`config.mk`:
```
export PLATFORM = sky130hd
export DESIGN_NAME = gat_layer_top
export DESIGN_NICKNAME = d
export VERILOG_FILES = /design/src/rtl/gat_pkg.sv /design/src/rtl/stage_sequencer.sv /design/src/rtl/elem_counter.sv /design/src/rtl/spmm_unit.sv /design/src/rtl/accum_unit.sv /design/src/rtl/debug_monitor.sv /design/src/rtl/gat_layer_top.sv
export VERILOG_INCLUDE_DIRS = /design/src /design/src/rtl
export SDC_FILE = /design/constraint.sdc
export NUM_CORES = 1
export LEC_CHECK = 0
export ABC_AREA = 1
export BUFFER_PORTS_ARGS = -buffer_cell sky130_fd_sc_hd__buf_4
export CORE_MARGIN = 2
export CORE_UTILIZATION = 25
export DETAILED_ROUTE_END_ITERATION = 16
export MAX_ROUTING_LAYER = met4
export PLACE_DENSITY = 0.48
export RECOVER_POWER = 100
export SYNTH_ARGS = -nofsm -noshare
export SYNTH_HDL_FRONTEND = slang
export SYNTH_SLANG_ARGS = --single-unit
```
`constraint.sdc`:
```
create_clock -name clk -period 13.3 [get_ports clk]
set_input_delay 0.665 -clock clk [delete_from_list [all_inputs] [get_ports clk]]
set_output_delay 0.665 -clock clk [all_outputs]
set_load 0.005 [all_outputs]
```
`src/rtl/gat_defines.svh`:
```
`ifndef GAT_DEFINES_SVH
`define GAT_DEFINES_SVH

// layer size.
`define GAT_NUM_ELEMS 12

// datapath widths.
`define GAT_FEAT_W  8
`define GAT_WGT_W   8
`define GAT_PROD_W  16
`define GAT_ACC_W   32
`define GAT_IDX_W   4
`define GAT_ADDR_W  8

// element indices whose products the monitor keeps.
`define GAT_DBG_CAP_A 2
`define GAT_DBG_CAP_B 9

`endif

```
`src/rtl/gat_pkg.sv`:
```
`default_nettype none

`include "gat_defines.svh"

package gat_pkg;

  // sequencer state, doubles as the datapath opcode.
  typedef enum logic [2:0] {
    IDLE = 3'd0,
    SPMM = 3'd1,
    DMVM = 3'd2,
    AGGR = 3'd3,
    DONE = 3'd4
  } stage_e;

  typedef struct packed {
    logic                   ena;
    logic [`GAT_ADDR_W-1:0] addr;
    logic [`GAT_FEAT_W-1:0] din;
  } feat_wr_t;

  typedef struct packed {
    stage_e                op;
    logic                  elem_vld;
    logic [`GAT_IDX_W-1:0] idx;
  } stage_ctrl_t;

  typedef struct packed {
    logic spmm_vld;
    logic spmm_rdy;
    logic dmvm_vld;
    logic dmvm_rdy;
    logic aggr_vld;
    logic aggr_rdy;
  } stage_evt_t;

  typedef struct packed {
    logic                   vld;
    logic [`GAT_IDX_W-1:0]  idx;
    logic [`GAT_PROD_W-1:0] data;
  } prod_wr_t;

  typedef struct packed {
    logic [5:0]  stage_seen;    // same order as stage_evt_t.
    logic        feat_ena_seen;
    logic        addr_err;
    logic [15:0] elem_count;
    logic [15:0] cap_a;
    logic [15:0] cap_b;
  } dbg_status_t;

endpackage

`default_nettype wire

```
`src/rtl/stage_sequencer.sv`:
```
`timescale 1ns/1ps
`default_nettype none

`include "gat_defines.svh"

module stage_sequencer import gat_pkg::*; (
  input  logic        clk,
  input  logic        rst_n,
  input  logic        start_i,
  input  logic        last_i,
  output stage_ctrl_t ctrl_o,
  output stage_evt_t  evt_o,
  output logic        cnt_clr_o,
  output logic        cnt_en_o,
  output logic        busy_o,
  output logic        done_o
);

  stage_e state_q, state_d;
  logic   entry_q, entry_d;  // first cycle of a stage.
  logic   done_q;
  logic   running;
  logic   elem_cyc;

  assign running  = (state_q == SPMM) || (state_q == DMVM) || (state_q == AGGR);
  assign elem_cyc = running && !entry_q;

  //////////////////////////////////////////////////////////////////////
  // state walk
  //////////////////////////////////////////////////////////////////////

  always_comb begin
    state_d = state_q;
    entry_d = 1'b0;
    unique case (state_q)
      IDLE: begin
        if (start_i) begin
          state_d = SPMM;
          entry_d = 1'b1;
        end
      end
      SPMM, DMVM, AGGR: begin
        if (elem_cyc && last_i) begin
          state_d = (state_q == SPMM) ? DMVM :
                    (state_q == DMVM) ? AGGR : DONE;
          entry_d = (state_q != AGGR);
        end
      end
      DONE:    state_d = IDLE;  // single cycle.
      default: state_d = IDLE;
    endcase
  end

  always_ff @(posedge clk or negedge rst_n) begin
    if (!rst_n) begin
      state_q <= IDLE;
      entry_q <= 1'b0;
      done_q  <= 1'b0;
    end else begin
      state_q <= state_d;
      entry_q <= entry_d;
      done_q  <= (state_q == DONE);  // lines up with the result load.
    end
  end

  //////////////////////////////////////////////////////////////////////
  // strobes
  //////////////////////////////////////////////////////////////////////

  assign cnt_clr_o = running && entry_q;
  assign cnt_en_o  = elem_cyc;

  assign ctrl_o.op       = state_q;
  assign ctrl_o.elem_vld = elem_cyc;
  assign ctrl_o.idx      = '0;  // top fills in the counter index.

  assign evt_o.spmm_vld = (state_q == SPMM) && entry_q;
  assign evt_o.spmm_rdy = (state_q == SPMM) && elem_cyc && last_i;
  assign evt_o.dmvm_vld = (state_q == DMVM) && entry_q;
  assign evt_o.dmvm_rdy = (state_q == DMVM) && elem_cyc && last_i;
  assign evt_o.aggr_vld = (state_q == AGGR) && entry_q;
  assign evt_o.aggr_rdy = (state_q == AGGR) && elem_cyc && last_i;

  assign busy_o = (state_q != IDLE);
  assign done_o = done_q;

endmodule

`default_nettype wire

```
`src/rtl/elem_counter.sv`:
```
`timescale 1ns/1ps
`default_nettype none

`include "gat_defines.svh"

module elem_counter (
  input  logic                  clk,
  input  logic                  rst_n,
  input  logic                  clr_i,
  input  logic                  en_i,
  output logic [`GAT_IDX_W-1:0] idx_o,
  output logic                  last_o
);

  localparam logic [`GAT_IDX_W-1:0] LAST_IDX = `GAT_IDX_W'(`GAT_NUM_ELEMS - 1);

  logic [`GAT_IDX_W-1:0] idx_q;

  always_ff @(posedge clk or negedge rst_n) begin
    if (!rst_n) begin
      idx_q <= '0;
    end else if (clr_i) begin
      idx_q <= '0;
    end else if (en_i) begin
      idx_q <= last_o ? '0 : idx_q + 1'b1;  // wrap after the final element.
    end
  end

  assign idx_o  = idx_q;
  assign last_o = (idx_q == LAST_IDX);

endmodule

`default_nettype wire

```
`src/rtl/spmm_unit.sv`:
```
`timescale 1ns/1ps
`default_nettype none

`include "gat_defines.svh"

module spmm_unit import gat_pkg::*; (
  input  logic                   clk,
  input  logic                   rst_n,
  input  feat_wr_t               feat_wr_i,
  input  logic [`GAT_WGT_W-1:0]  weight_i,
  input  stage_ctrl_t            ctrl_i,
  input  logic [`GAT_IDX_W-1:0]  rd_idx_i,
  output logic [`GAT_PROD_W-1:0] rd_data_o,
  output prod_wr_t               prod_wr_o,
  output logic                   wr_err_o
);

  localparam int PW = `GAT_PROD_W;

  logic [`GAT_FEAT_W-1:0] feat_mem [`GAT_NUM_ELEMS];
  logic [`GAT_PROD_W-1:0] prod_mem [`GAT_NUM_ELEMS];

  logic                   addr_ok;
  logic                   prod_we;
  logic [`GAT_PROD_W-1:0] prod_calc;
  logic                   prod_vld_q;
  logic                   wr_err_q;
  logic [`GAT_IDX_W-1:0]  prod_idx_q;
  logic [`GAT_PROD_W-1:0] prod_data_q;

  assign addr_ok   = (feat_wr_i.addr < `GAT_NUM_ELEMS);
  assign prod_we   = ctrl_i.elem_vld && (ctrl_i.op == SPMM);
  assign prod_calc = PW'(feat_mem[ctrl_i.idx]) * PW'(weight_i);

  // host side feature file, kept across runs.
  always_ff @(posedge clk) begin
    if (feat_wr_i.ena && addr_ok) begin
      feat_mem[feat_wr_i.addr[`GAT_IDX_W-1:0]] <= feat_wr_i.din;
    end
  end

  always_ff @(posedge clk) begin
    if (prod_we) begin
      prod_mem[ctrl_i.idx] <= prod_calc;
      prod_idx_q           <= ctrl_i.idx;
      prod_data_q          <= prod_calc;
    end
  end

  always_ff @(posedge clk or negedge rst_n) begin
    if (!rst_n) begin
      prod_vld_q <= 1'b0;
      wr_err_q   <= 1'b0;
    end else begin
      prod_vld_q <= prod_we;
      wr_err_q   <= feat_wr_i.ena && !addr_ok;  // out of range write.
    end
  end

  assign rd_data_o      = prod_mem[rd_idx_i];
  assign prod_wr_o.vld  = prod_vld_q;
  assign prod_wr_o.idx  = prod_idx_q;
  assign prod_wr_o.data = prod_data_q;
  assign wr_err_o       = wr_err_q;

endmodule

`default_nettype wire

```
`src/rtl/accum_unit.sv`:
```
`timescale 1ns/1ps
`default_nettype none

`include "gat_defines.svh"

module accum_unit import gat_pkg::*; (
  input  logic                   clk,
  input  logic                   rst_n,
  input  stage_ctrl_t            ctrl_i,
  input  logic [`GAT_WGT_W-1:0]  att_i,
  input  logic [`GAT_PROD_W-1:0] prod_i,
  output logic [`GAT_ACC_W-1:0]  score_o,
  output logic [`GAT_ACC_W-1:0]  agg_o
);

  localparam int AW = `GAT_ACC_W;

  logic [`GAT_ACC_W-1:0] score_acc;
  logic [`GAT_ACC_W-1:0] agg_acc;
  logic [`GAT_ACC_W-1:0] score_q;
  logic [`GAT_ACC_W-1:0] agg_q;
  logic [`GAT_ACC_W-1:0] att_term;

  assign att_term = AW'(prod_i) * AW'(att_i);

  //////////////////////////////////////////////////////////////////////
  // running sums
  //////////////////////////////////////////////////////////////////////

  always_ff @(posedge clk or negedge rst_n) begin
    if (!rst_n) begin
      score_acc <= '0;
      agg_acc   <= '0;
    end else begin
      unique case (ctrl_i.op)
        SPMM: begin  // fresh run.
          score_acc <= '0;
          agg_acc   <= '0;
        end
        DMVM:    if (ctrl_i.elem_vld) score_acc <= score_acc + att_term;
        AGGR:    if (ctrl_i.elem_vld) agg_acc <= agg_acc + AW'(prod_i);
        default: ;
      endcase
    end
  end

  // published results, held until the next run finishes.
  always_ff @(posedge clk or negedge rst_n) begin
    if (!rst_n) begin
      score_q <= '0;
      agg_q   <= '0;
    end else if (ctrl_i.op == DONE) begin
      score_q <= score_acc;
      agg_q   <= agg_acc;
    end
  end

  assign score_o = score_q;
  assign agg_o   = agg_q;

endmodule

`default_nettype wire

```
`src/rtl/debug_monitor.sv`:
```
`timescale 1ns/1ps
`default_nettype none

`include "gat_defines.svh"

module debug_monitor import gat_pkg::*; (
  input  logic        clk,
  input  logic        rst_n,
  input  logic        clr_i,
  input  stage_evt_t  evt_i,
  input  feat_wr_t    feat_wr_i,
  input  logic        wr_err_i,
  input  prod_wr_t    prod_wr_i,
  input  stage_ctrl_t ctrl_i,
  output dbg_status_t dbg_o
);

  logic [5:0]  stage_seen_q;
  logic        ena_seen_q;
  logic        addr_err_q;
  logic [15:0] elem_count_q;
  logic [15:0] cap_a_q;
  logic [15:0] cap_b_q;

  logic        count_hit;
  logic        cap_a_hit;
  logic        cap_b_hit;

  assign count_hit = ctrl_i.elem_vld && ((ctrl_i.op == DMVM) || (ctrl_i.op == AGGR));
  assign cap_a_hit = prod_wr_i.vld && (prod_wr_i.idx == `GAT_IDX_W'(`GAT_DBG_CAP_A));
  assign cap_b_hit = prod_wr_i.vld && (prod_wr_i.idx == `GAT_IDX_W'(`GAT_DBG_CAP_B));

  //////////////////////////////////////////////////////////////////////
  // sticky flags
  //////////////////////////////////////////////////////////////////////

  always_ff @(posedge clk or negedge rst_n) begin
    if (!rst_n) begin
      stage_seen_q <= '0;
      ena_seen_q   <= 1'b0;
      addr_err_q   <= 1'b0;
    end else if (clr_i) begin
      stage_seen_q <= '0;
      ena_seen_q   <= 1'b0;
      addr_err_q   <= 1'b0;
    end else begin
      stage_seen_q <= stage_seen_q | evt_i;
      ena_seen_q   <= ena_seen_q | feat_wr_i.ena;
      addr_err_q   <= addr_err_q | wr_err_i;
    end
  end

  //////////////////////////////////////////////////////////////////////
  // element count and product captures
  //////////////////////////////////////////////////////////////////////

  always_ff @(posedge clk or negedge rst_n) begin
    if (!rst_n) begin
      elem_count_q <= '0;
      cap_a_q      <= '0;
      cap_b_q      <= '0;
    end else if (clr_i) begin
      elem_count_q <= '0;
      cap_a_q      <= '0;
      cap_b_q      <= '0;
    end else begin
      if (count_hit) elem_count_q <= elem_count_q + 16'd1;
      if (cap_a_hit) cap_a_q <= prod_wr_i.data;
      if (cap_b_hit) cap_b_q <= prod_wr_i.data;
    end
  end

  assign dbg_o.stage_seen    = stage_seen_q;
  assign dbg_o.feat_ena_seen = ena_seen_q;
  assign dbg_o.addr_err      = addr_err_q;
  assign dbg_o.elem_count    = elem_count_q;
  assign dbg_o.cap_a         = cap_a_q;
  assign dbg_o.cap_b         = cap_b_q;

endmodule

`default_nettype wire

```
`src/rtl/gat_layer_top.sv`:
```
`timescale 1ns/1ps
`default_nettype none

`include "gat_defines.svh"

module gat_layer_top import gat_pkg::*; (
  input  logic                  clk,
  input  logic                  rst_n,
  input  logic                  start_i,
  input  feat_wr_t              feat_wr_i,
  input  logic [`GAT_WGT_W-1:0] weight_i,
  input  logic [`GAT_WGT_W-1:0] att_i,
  input  logic                  dbg_clr_i,
  output logic                  busy_o,
  output logic                  done_o,
  output logic [`GAT_ACC_W-1:0] score_o,
  output logic [`GAT_ACC_W-1:0] agg_o,
  output dbg_status_t           dbg_o
);

  stage_ctrl_t            seq_ctrl;
  stage_ctrl_t            ctrl;
  stage_evt_t             evt;
  prod_wr_t               prod_wr;
  logic                   cnt_clr;
  logic                   cnt_en;
  logic                   cnt_last;
  logic                   wr_err;
  logic [`GAT_IDX_W-1:0]  cnt_idx;
  logic [`GAT_PROD_W-1:0] rd_data;

  // element index rides with the sequencer opcode.
  assign ctrl = '{op: seq_ctrl.op, elem_vld: seq_ctrl.elem_vld, idx: cnt_idx};

  stage_sequencer u_seq (
    .clk, .rst_n, .start_i, .last_i(cnt_last), .ctrl_o(seq_ctrl), .evt_o(evt),
    .cnt_clr_o(cnt_clr), .cnt_en_o(cnt_en), .busy_o, .done_o
  );

  elem_counter u_cnt (
    .clk, .rst_n, .clr_i(cnt_clr), .en_i(cnt_en), .idx_o(cnt_idx), .last_o(cnt_last)
  );

  spmm_unit u_spmm (
    .clk, .rst_n, .feat_wr_i, .weight_i, .ctrl_i(ctrl), .rd_idx_i(cnt_idx),
    .rd_data_o(rd_data), .prod_wr_o(prod_wr), .wr_err_o(wr_err)
  );

  accum_unit u_acc (
    .clk, .rst_n, .ctrl_i(ctrl), .att_i, .prod_i(rd_data), .score_o, .agg_o
  );

  debug_monitor u_dbg (
    .clk, .rst_n, .clr_i(dbg_clr_i), .evt_i(evt), .feat_wr_i, .wr_err_i(wr_err),
    .prod_wr_i(prod_wr), .ctrl_i(ctrl), .dbg_o
  );

endmodule

`default_nettype wire

```
==> results by group <==
CTS
  • Hold_buf cts: 0
  • PostCTS Resize Cnt: 0
  • CTS H-Tree Depth: 2
  • Sink Count: 503
  • Total CTS buffers: 60
  • Root Driver: clkbuf_16
  • Post-CTS setup buffers: 0
  • Clk_lat worst skew: 0.68 ns
  • CTS clk-pin slew, worst paths: 0.07 ns
  • CTS tree: yes
  • Clk buf depth: 3

Global routing
  • Total Routing Usage GR: 0.142
  • Vias in the first global route: 20800
  • Initial antenna violation count: 3
  • First-pass GRT wire length: 125000 um
  • Largest net degree at the start of global routing: 98
  • Grt total ovfl: 0

Timing
  • Tmin final: 9.21 ns
  • Fmax: 0.109 GHz
  • Setup violators final: 0
  • Worst-Margin Slew: 5.59 ns
  • Final Hold Violating Endpoints: 0
  • Worst slew margin: -2.72
  • Clock skew: 0.0418 ns
  • Setup tns final: 0 ns
  • Period utilisation layout: 0.693
  • RSZ-0062 raised after global routing: no
  • Slew Limit Fails: 511

Routing
  • WL final: 80900 um
  • Vias: 21000
  • Antenna viol nets, final: 0
  • Length of the first detailed-routing pass in iterations: 7
  • Via/cell ratio: 4.34
  • Wire length per cell: 16.7 um
  • Initial DRC count: 1322
  • Remaining DRCs: 0

Floorplanning
  • Rows: 124
  • Die height: 343 um
  • Die area: 118000 sq um
  • Core area: 114000 sq um
  • I/O pins: 159
  • Die width: 343 um
  • Starting Density: 0.252

Setup path
  • CP endpoint kind: register
  • Crit-path max FO: 88
  • RR Endpoint: u_acc.score_acc[28]$_DFFE_PN0P_
  • Crit Path Category: reg -> reg
  • FF-to-FF Start: u_cnt.idx_o[0]$_DFFE_PN0P_
  • Reg2reg path depth: 23
  • Startpoint Class: register
  • Critical path arrival: 9.82 ns
  • WP data required: 13.91 ns
  • FF-to-FF setup slack: 4.09 ns

Synth
  • Sequential share of the synthesized area: 0.492
  • Number of synthesized flops with an enable pin: 308
  • Area leader, netlist: edfxtp_1
  • Number of distinct library cells after synthesis: 48
  • Top area cells in the synthesized netlist: edfxtp_1 32%, dfrtp_1 17%, nand2_1 10%
  • Net count after synthesis: 3420
  • Top cell type's share of synthesized area: 0.322
  • Yosys warns: 0
  • Gate Count Post-Synth: 3134
  • Fraction of registers with async set/reset: 0.388
  • Synth Area per Inst: 9.16 sq um
  • Yosys reg bits: 503
  • Cell Area, Synth: 28700 sq um
  • Primary FF master, synth: edfxtp_1

Cells and area
  • Fraction of layout cells with a size suffix above 1: 0.0813
  • Nets: 3556
  • Layout area overhead: 15.5%
  • Commonest non-fill, non-tap cell in the layout: nand2_1
  • Most frequent cells in the layout: 772 x nand2_1, 527 x inv_1, 308 x edfxtp_1

Placed design
  • PortBufs: 158
  • RD Place Congestion: 0.892
  • Final HPWL DP: 55700 um

Status
  • Status: finished, violations left
  • Violated checks: max-capacitance violations, max-slew violations

Worst hold path
  • WHS Endpoint: u_spmm.wr_err_o$_DFF_PN0_
  • WHS Path Cells: 3
  • Worst hold path type: in -> reg
  • Min-Delay Startpoint: feat_wr_i[16]

Job
  • Max-Cap Viols: 11
## metrics by stage
stage / utilization / instances / hold WS, ns / worst slack [ns] / instance area, sq um
2_1_floorplan: - / 3134 / 0.369 / 8.19 / 28700
3_3_place_gp: 0.277 / 4720 / 0.454 / 6.20 / 31600
3_5_place_dp: 0.277 / 4720 / 0.464 / 6.13 / 31600
4_1_cts: 0.293 / 4834 / 0.0379 / 6.10 / 33500
5_1_grt: 0.291 / 4835 / 0.204 / 3.23 / 33100
6_report: 0.291 / 4835 / 0.208 / 4.09 / 33100
## cell usage after synthesis, types with 3 or more instances
cell type	count
mux2_2	14
edfxtp_1	308
a21oi_1	86
and2_1	6
nand4_1	8
a21boi_0	3
fa_1	143
xor2_1	11
nor2_4	3
o21a_1	5
nand2_4	5
o22ai_1	81
xnor2_1	4
buf_4	9
nand3_2	17
nand3_1	98
clkbuf_1	61
nor3_1	26
ha_1	106
inv_2	5
nand2_1	771
o21bai_1	4
buf_1	14
nor2_2	4
buf_2	27
nor2_1	308
o211ai_1	4
inv_1	527
o21ai_0	257
dfrtp_1	195
## routing by layer
layer | vias to the layer above | track usage | routed length (um)
li1 | 10300 | - | -
met1 | 10200 | 0.191 | 38600
met2 | 396 | 0.220 | 36500
met3 | 111 | 0.0217 | 3440
met4 | 0 | 0.0464 | 2430
met5 | - | - | 0
## state kept, by name, indices dropped and copies added (netlist names), 6 cells and up
register            count
u_acc.agg_acc          32
u_acc.agg_o            32
u_acc.score_acc        32
u_acc.score_o          32
u_dbg.cap_a_q          16
u_dbg.cap_b_q          16
u_dbg.elem_count_q     16
u_dbg.stage_seen_q      6
u_spmm.feat_mem        96
u_spmm.prod_data_q     16
u_spmm.prod_mem       192
## worst max-delay path by stage
stage                     depth (start not counted)                          endpoint  slack [ns]                       start
after floorplan                                  23  u_spmm.prod_data_q[12]$_DFFE_PP_        8.19  u_cnt.idx_o[0]$_DFFE_PN0P_
after detailed placement                         22  u_spmm.prod_mem[1][13]$_DFFE_PP_        6.13  u_cnt.idx_o[0]$_DFFE_PN0P_
after global routing                             23   u_acc.score_acc[28]$_DFFE_PN0P_        3.23  u_cnt.idx_o[0]$_DFFE_PN0P_
final                                            23   u_acc.score_acc[28]$_DFFE_PN0P_        4.09  u_cnt.idx_o[0]$_DFFE_PN0P_
after global placement                           20  u_spmm.prod_mem[4][12]$_DFFE_PP_        6.20  u_cnt.idx_o[0]$_DFFE_PN0P_
after CTS                                        22  u_spmm.prod_mem[9][13]$_DFFE_PP_        6.10  u_cnt.idx_o[0]$_DFFE_PN0P_
## critical path, cell delays in order, from the launching register on
cell and delay [ns]:
dfrtp_4 0.84, clkbuf_1 2.85, o21ai_0 0.41, o22ai_1 0.31, nand2_1 0.08, nand3_1 0.70
nand2_1 0.16, fa_1 0.54, inv_1 0.05, fa_1 0.47, fa_1 0.54, inv_1 0.05
fa_1 0.48, inv_1 0.04, ha_1 0.33, nand2_1 0.18, inv_1 0.06, a21oi_1 0.19
nand3_1 0.18, nand2_1 0.16, nand3_1 0.14, nand3_1 0.10, nand2_1 0.05, nor2_1 0.11
## area by class of cell
class,instances,area (sq um)
fill,12100,80900
antenna,1,2.50
timing repair buffer,185,1180
multi-input combinational,1985,12000
inverter,535,2020
clock buffer,82,1660
sequential,503,14100
tap,1512,1890
clock inverter,32,230
## kinds of logic (layout without fill, tap and decap cells)
family                   Yosys count  in the layout  share of synthesized area
AND/OR/NAND/NOR                 1258           1258                      0.180
buffers and inverters            646            834                     0.0871
flip-flops                       503            503                      0.492
AO/OA/AOI/OAI                    449            449                     0.0842
adder cells (fa/ha/maj)          249            249                      0.146
XOR/XNOR                          15             15                    0.00458
multiplexers                      14             14                    0.00549
other                              0              1                          0
Power is left out: the tool's default activity adds up to more than one toggle a clock period on the data nets, which glitch-free logic cannot reach.
